`config.mk`:
```
export PLATFORM = sky130hd
export DESIGN_NAME = digital_core
export DESIGN_NICKNAME = d
export VERILOG_FILES = /design/src/hdl/dcore_pkg.sv /design/src/hdl/adc_unfold.sv /design/src/hdl/snapshot_memory.sv /design/src/hdl/prbs_checker.sv /design/src/hdl/digital_core.sv
export SDC_FILE = /design/constraint.sdc
export NUM_CORES = 1
export LEC_CHECK = 0
export ABC_AREA = 1
export BUFFER_PORTS_ARGS = -buffer_cell sky130_fd_sc_hd__clkbuf_2
export CAP_MARGIN = 30
export CORE_MARGIN = 5
export CORE_UTILIZATION = 46
export DETAILED_ROUTE_END_ITERATION = 8
export GPL_ROUTABILITY_DRIVEN = 0
export SKIP_LAST_GASP = 1
export SYNTH_ARGS = -nofsm -noshare
export SYNTH_HDL_FRONTEND = slang
export SYNTH_SLANG_ARGS = --single-unit
export TNS_END_PERCENT = 30
```
`constraint.sdc`:
```
create_clock -name clk_adc -period 10.7 [get_ports clk_adc]
set_input_delay 1.07 -clock clk_adc [delete_from_list [all_inputs] [get_ports clk_adc]]
set_output_delay 1.07 -clock clk_adc [all_outputs]
set_load 0.02 [all_outputs]
```
`src/hdl/dcore_pkg.sv`:
```
package dcore_pkg;

    // number of time-interleaved ADC slices
    localparam int N_TI = 4;

    // unfolded code width
    localparam int N_ADC = 8;

    // raw slice magnitude, sign comes separately
    localparam int N_MAG = N_ADC - 1;

    // width of the PRBS bit counters
    localparam int N_COUNT = 32;

    // raw magnitude of one slice
    typedef logic [N_MAG-1:0] mag_t;

    // signed unfolded code, also offset and threshold
    typedef logic signed [N_ADC-1:0] code_t;

    // checker counter value
    typedef logic [N_COUNT-1:0] count_t;

endpackage

```
`src/hdl/adc_unfold.sv`:
```
module adc_unfold #(
    parameter int n_ti = dcore_pkg::N_TI
) (
    input  logic                             clk_adc,
    input  logic                             rst_n_i,
    input  logic                             adc_valid_i,
    input  logic                             prbs_clr_i,
    input  logic [n_ti*dcore_pkg::N_MAG-1:0] adcout_i,
    input  logic [n_ti-1:0]                  adcout_sign_i,
    input  dcore_pkg::code_t                 offset_i,
    output logic [n_ti*dcore_pkg::N_ADC-1:0] code_word_o,
    output logic                             code_valid_o,
    output logic                             code_clr_o
);

    import dcore_pkg::*;

    // two guard bits hold +/-mag minus offset without overflow
    typedef logic signed [N_ADC+1:0] wide_t;

    localparam wide_t SAT_HI = wide_t'(2**(N_ADC-1) - 1);
    localparam wide_t SAT_LO = -wide_t'(2**(N_ADC-1));

    logic [n_ti*N_MAG-1:0] mag_q;
    logic [n_ti-1:0]       sign_q;
    logic                  valid_q;
    logic                  clr_q;
    logic [n_ti*N_ADC-1:0] code_next;

    // sign bit set means positive code
    function automatic code_t unfold_slice(input mag_t mag, input logic sign,
                                           input code_t offset);
        wide_t mag_ext;
        wide_t sum;
        mag_ext = wide_t'(mag);
        sum = sign ? mag_ext : -mag_ext;
        sum = sum - wide_t'(offset);
        if (sum > SAT_HI) begin
            return code_t'(SAT_HI);
        end
        if (sum < SAT_LO) begin
            return code_t'(SAT_LO);
        end
        return code_t'(sum);
    endfunction

    // stage 1: capture the raw word
    always_ff @(posedge clk_adc or negedge rst_n_i) begin
        if (!rst_n_i) begin
            valid_q <= 1'b0;
            clr_q   <= 1'b0;
        end else begin
            valid_q <= adc_valid_i;
            clr_q   <= adc_valid_i & prbs_clr_i;
        end
    end

    always_ff @(posedge clk_adc) begin
        if (adc_valid_i) begin
            mag_q  <= adcout_i;
            sign_q <= adcout_sign_i;
        end
    end

    always_comb begin
        for (int i = 0; i < n_ti; i++) begin
            code_next[i*N_ADC +: N_ADC] = unfold_slice(mag_q[i*N_MAG +: N_MAG], sign_q[i],
                                                       offset_i);
        end
    end

    // stage 2: signed, offset-corrected codes
    always_ff @(posedge clk_adc or negedge rst_n_i) begin
        if (!rst_n_i) begin
            code_valid_o <= 1'b0;
            code_clr_o   <= 1'b0;
        end else begin
            code_valid_o <= valid_q;
            code_clr_o   <= clr_q;
        end
    end

    always_ff @(posedge clk_adc) begin
        if (valid_q) begin
            code_word_o <= code_next;
        end
    end

endmodule

```
`src/hdl/snapshot_memory.sv`:
```
module snapshot_memory #(
    parameter int n_ti = dcore_pkg::N_TI,
    parameter int snap_depth = 16,
    localparam int addr_w = $clog2(snap_depth)
) (
    input  logic                             clk_adc,
    input  logic                             rst_n_i,
    input  logic [n_ti*dcore_pkg::N_ADC-1:0] code_word_i,
    input  logic                             code_valid_i,
    input  logic                             dump_start_i,
    input  logic [addr_w-1:0]                rd_addr_i,
    output logic [n_ti*dcore_pkg::N_ADC-1:0] rd_data_o,
    output logic                             dump_done_o
);

    import dcore_pkg::*;

    typedef logic [n_ti*N_ADC-1:0] word_t;

    localparam logic [addr_w-1:0] LAST_ADDR = addr_w'(snap_depth - 1);

    word_t             mem [snap_depth];
    logic              armed;
    logic [addr_w-1:0] wr_ptr;
    logic              wr_en;

    // the word arriving with the start strobe is not part of the burst
    assign wr_en = armed & code_valid_i & ~dump_start_i;

    // capture control
    always_ff @(posedge clk_adc or negedge rst_n_i) begin
        if (!rst_n_i) begin
            armed       <= 1'b0;
            wr_ptr      <= '0;
            dump_done_o <= 1'b0;
        end else begin
            if (dump_start_i) begin
                // also restarts a capture in progress
                armed       <= 1'b1;
                wr_ptr      <= '0;
                dump_done_o <= 1'b0;
            end else if (wr_en) begin
                wr_ptr <= wr_ptr + 1'b1;
                if (wr_ptr == LAST_ADDR) begin
                    armed       <= 1'b0;
                    dump_done_o <= 1'b1;
                end
            end
        end
    end

    // storage array
    always_ff @(posedge clk_adc) begin
        if (wr_en) begin
            mem[wr_ptr] <= code_word_i;
        end
    end

    // registered readback, any cycle
    always_ff @(posedge clk_adc) begin
        rd_data_o <= mem[rd_addr_i];
    end

endmodule

```
`src/hdl/prbs_checker.sv`:
```
module prbs_checker #(
    parameter int n_ti = dcore_pkg::N_TI
) (
    input  logic                             clk_adc,
    input  logic                             rst_n_i,
    input  logic [n_ti*dcore_pkg::N_ADC-1:0] code_word_i,
    input  logic                             code_valid_i,
    input  logic                             code_clr_i,
    input  dcore_pkg::code_t                 thresh_i,
    output dcore_pkg::count_t                err_bits_o,
    output dcore_pkg::count_t                total_bits_o
);

    import dcore_pkg::*;

    // x^7 + x^6 + 1
    localparam int PRBS_LEN = 7;
    localparam int fill_w = $clog2(PRBS_LEN + 1);
    localparam int cnt_w = $clog2(n_ti + 1);

    logic [n_ti-1:0]     rx_bits;
    logic [PRBS_LEN-1:0] hist_q;
    logic [PRBS_LEN-1:0] hist_next;
    logic [fill_w-1:0]   fill_q;
    logic [fill_w-1:0]   fill_next;
    logic [cnt_w-1:0]    n_chk;
    logic [cnt_w-1:0]    n_err;
    count_t              total_base;
    count_t              err_base;

    // data slicer, signed compare
    always_comb begin
        for (int i = 0; i < n_ti; i++) begin
            rx_bits[i] = code_t'(code_word_i[i*N_ADC +: N_ADC]) > thresh_i;
        end
    end

    // walk the word in slice order
    // hist bit 0 is the newest received bit
    always_comb begin
        hist_next = code_clr_i ? '0 : hist_q;
        fill_next = code_clr_i ? '0 : fill_q;
        n_chk = '0;
        n_err = '0;
        for (int i = 0; i < n_ti; i++) begin
            if (fill_next == fill_w'(PRBS_LEN)) begin
                n_chk = n_chk + 1'b1;
                // prediction from the bits 7 and 6 back
                if (rx_bits[i] != (hist_next[PRBS_LEN-1] ^ hist_next[PRBS_LEN-2])) begin
                    n_err = n_err + 1'b1;
                end
            end else begin
                fill_next = fill_next + 1'b1;
            end
            hist_next = {hist_next[PRBS_LEN-2:0], rx_bits[i]};
        end
    end

    // a new run starts the counters from zero
    assign total_base = code_clr_i ? '0 : total_bits_o;
    assign err_base   = code_clr_i ? '0 : err_bits_o;

    always_ff @(posedge clk_adc or negedge rst_n_i) begin
        if (!rst_n_i) begin
            hist_q       <= '0;
            fill_q       <= '0;
            total_bits_o <= '0;
            err_bits_o   <= '0;
        end else if (code_valid_i) begin
            hist_q       <= hist_next;
            fill_q       <= fill_next;
            total_bits_o <= total_base + count_t'(n_chk);
            err_bits_o   <= err_base + count_t'(n_err);
        end
    end

endmodule

```
`src/hdl/digital_core.sv`:
```
module digital_core #(
    parameter int n_ti = dcore_pkg::N_TI,
    parameter int snap_depth = 16,
    localparam int addr_w = $clog2(snap_depth)
) (
    input  logic                             clk_adc,
    input  logic                             rst_n_i,
    input  logic [n_ti*dcore_pkg::N_MAG-1:0] adcout_i,
    input  logic [n_ti-1:0]                  adcout_sign_i,
    input  logic                             adc_valid_i,
    input  logic                             prbs_clr_i,
    input  dcore_pkg::code_t                 offset_i,
    input  dcore_pkg::code_t                 thresh_i,
    input  logic                             dump_start_i,
    input  logic [addr_w-1:0]                rd_addr_i,
    output logic [n_ti*dcore_pkg::N_ADC-1:0] rd_data_o,
    output logic                             dump_done_o,
    output dcore_pkg::count_t                err_bits_o,
    output dcore_pkg::count_t                total_bits_o
);

    import dcore_pkg::*;

    // unfolded code stream, shared by both consumers
    logic [n_ti*N_ADC-1:0] code_word;
    logic                  code_valid;
    logic                  code_clr;

    adc_unfold #(
        .n_ti(n_ti)
    ) adc_unfold_inst (
        .clk_adc      (clk_adc),
        .rst_n_i      (rst_n_i),
        .adc_valid_i  (adc_valid_i),
        .prbs_clr_i   (prbs_clr_i),
        .adcout_i     (adcout_i),
        .adcout_sign_i(adcout_sign_i),
        .offset_i     (offset_i),
        .code_word_o  (code_word),
        .code_valid_o (code_valid),
        .code_clr_o   (code_clr)
    );

    // one-shot capture of the unfolded codes
    snapshot_memory #(
        .n_ti      (n_ti),
        .snap_depth(snap_depth)
    ) snapshot_memory_inst (
        .clk_adc     (clk_adc),
        .rst_n_i     (rst_n_i),
        .code_word_i (code_word),
        .code_valid_i(code_valid),
        .dump_start_i(dump_start_i),
        .rd_addr_i   (rd_addr_i),
        .rd_data_o   (rd_data_o),
        .dump_done_o (dump_done_o)
    );

    // slicer and PRBS7 check
    prbs_checker #(
        .n_ti(n_ti)
    ) prbs_checker_inst (
        .clk_adc     (clk_adc),
        .rst_n_i     (rst_n_i),
        .code_word_i (code_word),
        .code_valid_i(code_valid),
        .code_clr_i  (code_clr),
        .thresh_i    (thresh_i),
        .err_bits_o  (err_bits_o),
        .total_bits_o(total_bits_o)
    );

endmodule

```
==> out/metrics.cfg <==
[run_status]
status=finished, final reports clean

[logic_synthesis]
synth_area_um2=31100
ys.flop_type=edfxtp_1
ys_ff_latch=692
synth_cell_types=55
yosysWarnings=0
syn_nets=2796
ys_seq_area_frac=0.644
synth_area_per_cell_um2=11.8
synth_async_sr_flop_share=0.121
postSynthCellCount=2644
synth_edf_count=576

[setup_path]
worst-path-buf-inv=4
crit_required_ps=11240
critPathSlowestCell=edfxtp_1
crit_arrival_ps=6020
rrSetupSlack_ps=5220
cpLargestDelayFamily=simple AND/OR/NAND/NOR gates
cp_max_fo=18
crit_cells=31
ff2ff_path_depth=31
critPathMaxStageDelay_ps=820
critPathKind=flip-flop to flip-flop
end_kind=flip-flop
crit_path_start_kind=flip-flop
cpMostUsedCell=nand2_1

[power]
combinationalPowerShare=0.132
clkPwrFrac=0.375
p_int_uw=5080
vdd_drop_max_v=0.000126
sequentialPowerShare=0.492
leakage_uw=0.0140
swShare=0.268
p_sw_uw=1860
power_density_nw_per_um2=196

[clock_tree]
cts_tree=built
clock_path_buffers=3
clockRootBuffer=clkbuf_16
cts_sinks=692
htree_levels=3
post-cts-setup-buffer-count=0
cts_buffers=73
clk_pin_slew_ps=60
clock_latency_ps=620
postCtsHoldBufs=0
cts-resized-gates=0

[layout]
fin_area_um2=35500
nets=2948
drive_gt1_frac=0.122
multi_input_area_um2=9490
fillers=5646
layout.cells.non_filler=3731
syn_to_final_growth_pct=14.0
regArea_um2=20000

[global_routing]
use_met3=0.0295
overflow=0
gr-usage-met1=0.265
grt_first_pass_wirelength_mm=114
grt_pass1_vias=19900
busiest_layer=met2
antenna_found_initial=2
grt_start_max_net_pins=124
grt_usage=0.199
met2_usage=0.340

[detailed_routing]
drt_iter0_drc=1379
drc=0
wl_mm=74.1
via_count=20100
antenna_left=0
avgViaCountPerCell=5.38
avgRoutedWirePerCell_um=19.9
drt_first_pass_iters=5

[min_path]
hold_class=flip-flop to flip-flop
min_path_cells=0

[timing]
drv_slew=0
period_share=0.512
rsz0062_at_grt=no
fmax_mhz=183
hold_viol=0
period_needed_ps=5480
holdWs_ps=351
relSlewSlack=0.358
setup_viol=0
worst_pin_slew_ps=963
setup-tns-final_ps=0
finalClockSkew_ps=20.8

[floorplan]
core-area_um2=67200
rows=95
initial_core_util=0.463
die_w_um=270
io_pins=154
die_area_um2=72900
die_h_um=270

[placed_design]
dp_cells=3592
io_buffers=153
dpl-instance-area_um2=32900
dp.final_hpwl_mm=43.2

[run]
maxCapViolCount=0

synthesized netlist by cell type, drive strengths merged (27+ instances only):
library cell / instances / area, um2
edfxtp: 576 / 17300
nand2: 338 / 1290
inv: 322 / 1210
o21ai: 205 / 1030
a21oi: 179 / 896
o211ai: 138 / 1040
nor2: 132 / 528
mux2i: 128 / 1280
nand3: 103 / 526
ha: 89 / 1110
dfrtp: 84 / 2100
xor2: 82 / 718
clkbuf: 74 / 278
buf: 34 / 181
nor3: 34 / 190
dfxtp: 32 / 641
xnor2: 27 / 236
logic make-up (layout without fill, tap and decap cells):
family                   Yosys count  count (layout)  synth area share
other                              0               4                 0
flip-flops                       692             692             0.644
buffers and inverters            432             642            0.0541
adder cells (fa/ha/maj)           95              95            0.0397
AO/OA/AOI/OAI                    543             543             0.100
AND/OR/NAND/NOR                  645             645            0.0898
XOR/XNOR                         109             109            0.0307
multiplexers                     128             128            0.0412
power by group through the flow:
stage               Clock, uW  Sequential [uW]  Combinational (uW)
CTS                      2660             3420                 918
global route             2770             3440                1050
detailed placement          0             3470                 913
global placement            0             3460                 878
finish                   2600             3410                 916
floorplan                   0             3390                 635
worst paths after layout:
path                                                 from                                  to
min in group asynchronous                         rst_n_i  prbs_checker_inst.total_bits_o[20]
setup / recovery           adc_unfold_inst.code_word_o[5]    prbs_checker_inst.err_bits_o[28]
setup reg to reg           adc_unfold_inst.code_word_o[5]    prbs_checker_inst.err_bits_o[28]
max in group asynchronous                         rst_n_i         prbs_checker_inst.hist_q[0]
hold reg to reg                     adc_unfold_inst.clr_q          adc_unfold_inst.code_clr_o
hold / removal                      adc_unfold_inst.clr_q          adc_unfold_inst.code_clr_o
worst reg2reg max path, delay by kind of cell (launching register included):
kind                     cells  cell delay (ps)
AND/OR/NAND/NOR             20             2400
flip-flops                   1              820
adder cells (fa/ha/maj)      5             1650
XOR/XNOR                     1              140
buffers and inverters        4              250
AO/OA/AOI/OAI                1              170
flip-flops by register name, indices dropped and copies added (netlist names), 3 cells and up:
name                            count
adc_unfold_inst.code_word_o        32
adc_unfold_inst.mag_q              28
adc_unfold_inst.sign_q              4
prbs_checker_inst.err_bits_o       32
prbs_checker_inst.fill_q            3
prbs_checker_inst.hist_q            7
prbs_checker_inst.total_bits_o     32
snapshot_memory_inst.mem          512
snapshot_memory_inst.rd_data_o     32
snapshot_memory_inst.wr_ptr         4
routing by layer:
layer  wire [um]  share of wire  vias up
li1            -              -     9632
met1       32900           0.44     9824
met2       36300           0.49      476
met3        3210          0.043      123
met4        1730          0.023        0
met5           0              0        -
cell type report:
| cell class | count | area share |
|---|---|---|
| Antenna cell | 4 | 0.000282 |
| Clock buffer | 99 | 0.0583 |
| Clock inverter | 34 | 0.0119 |
| Inverter | 324 | 0.0345 |
| Multi-Input combinational cell | 1520 | 0.268 |
| Sequential cell | 692 | 0.565 |
| Tap cell | 873 | 0.0308 |
| Timing Repair Buffer | 185 | 0.0316 |
placed cells by master (no fill, tap or decap), drive strengths merged, types with 4 or more instances in the layout:
cell type,n
edfxtp,576
nand2,338
inv,325
clkbuf,248
o21ai,205
a21oi,179
o211ai,138
nor2,132
mux2i,128
nand3,103
ha,89
dfrtp,84
xor2,82
buf,36
nor3,34
dfxtp,32
xnor2,27
clkinv,22
nand4,19
bufinv,8
fa,6
or2,6
diode,4
o31ai,4
a31oi,4
stage by stage:
step | utilization | worst slack (ps) | total power, uW
after floorplan | - | 5590 | 4030
after global placement | 0.489 | 5060 | 4340
after detailed placement | 0.490 | 4840 | 4390
after CTS | 0.527 | 5280 | 6990
after global routing | 0.528 | 4750 | 7260
final | 0.528 | 5220 | 6930
Note: power is estimated with default switching activity, not from simulation.
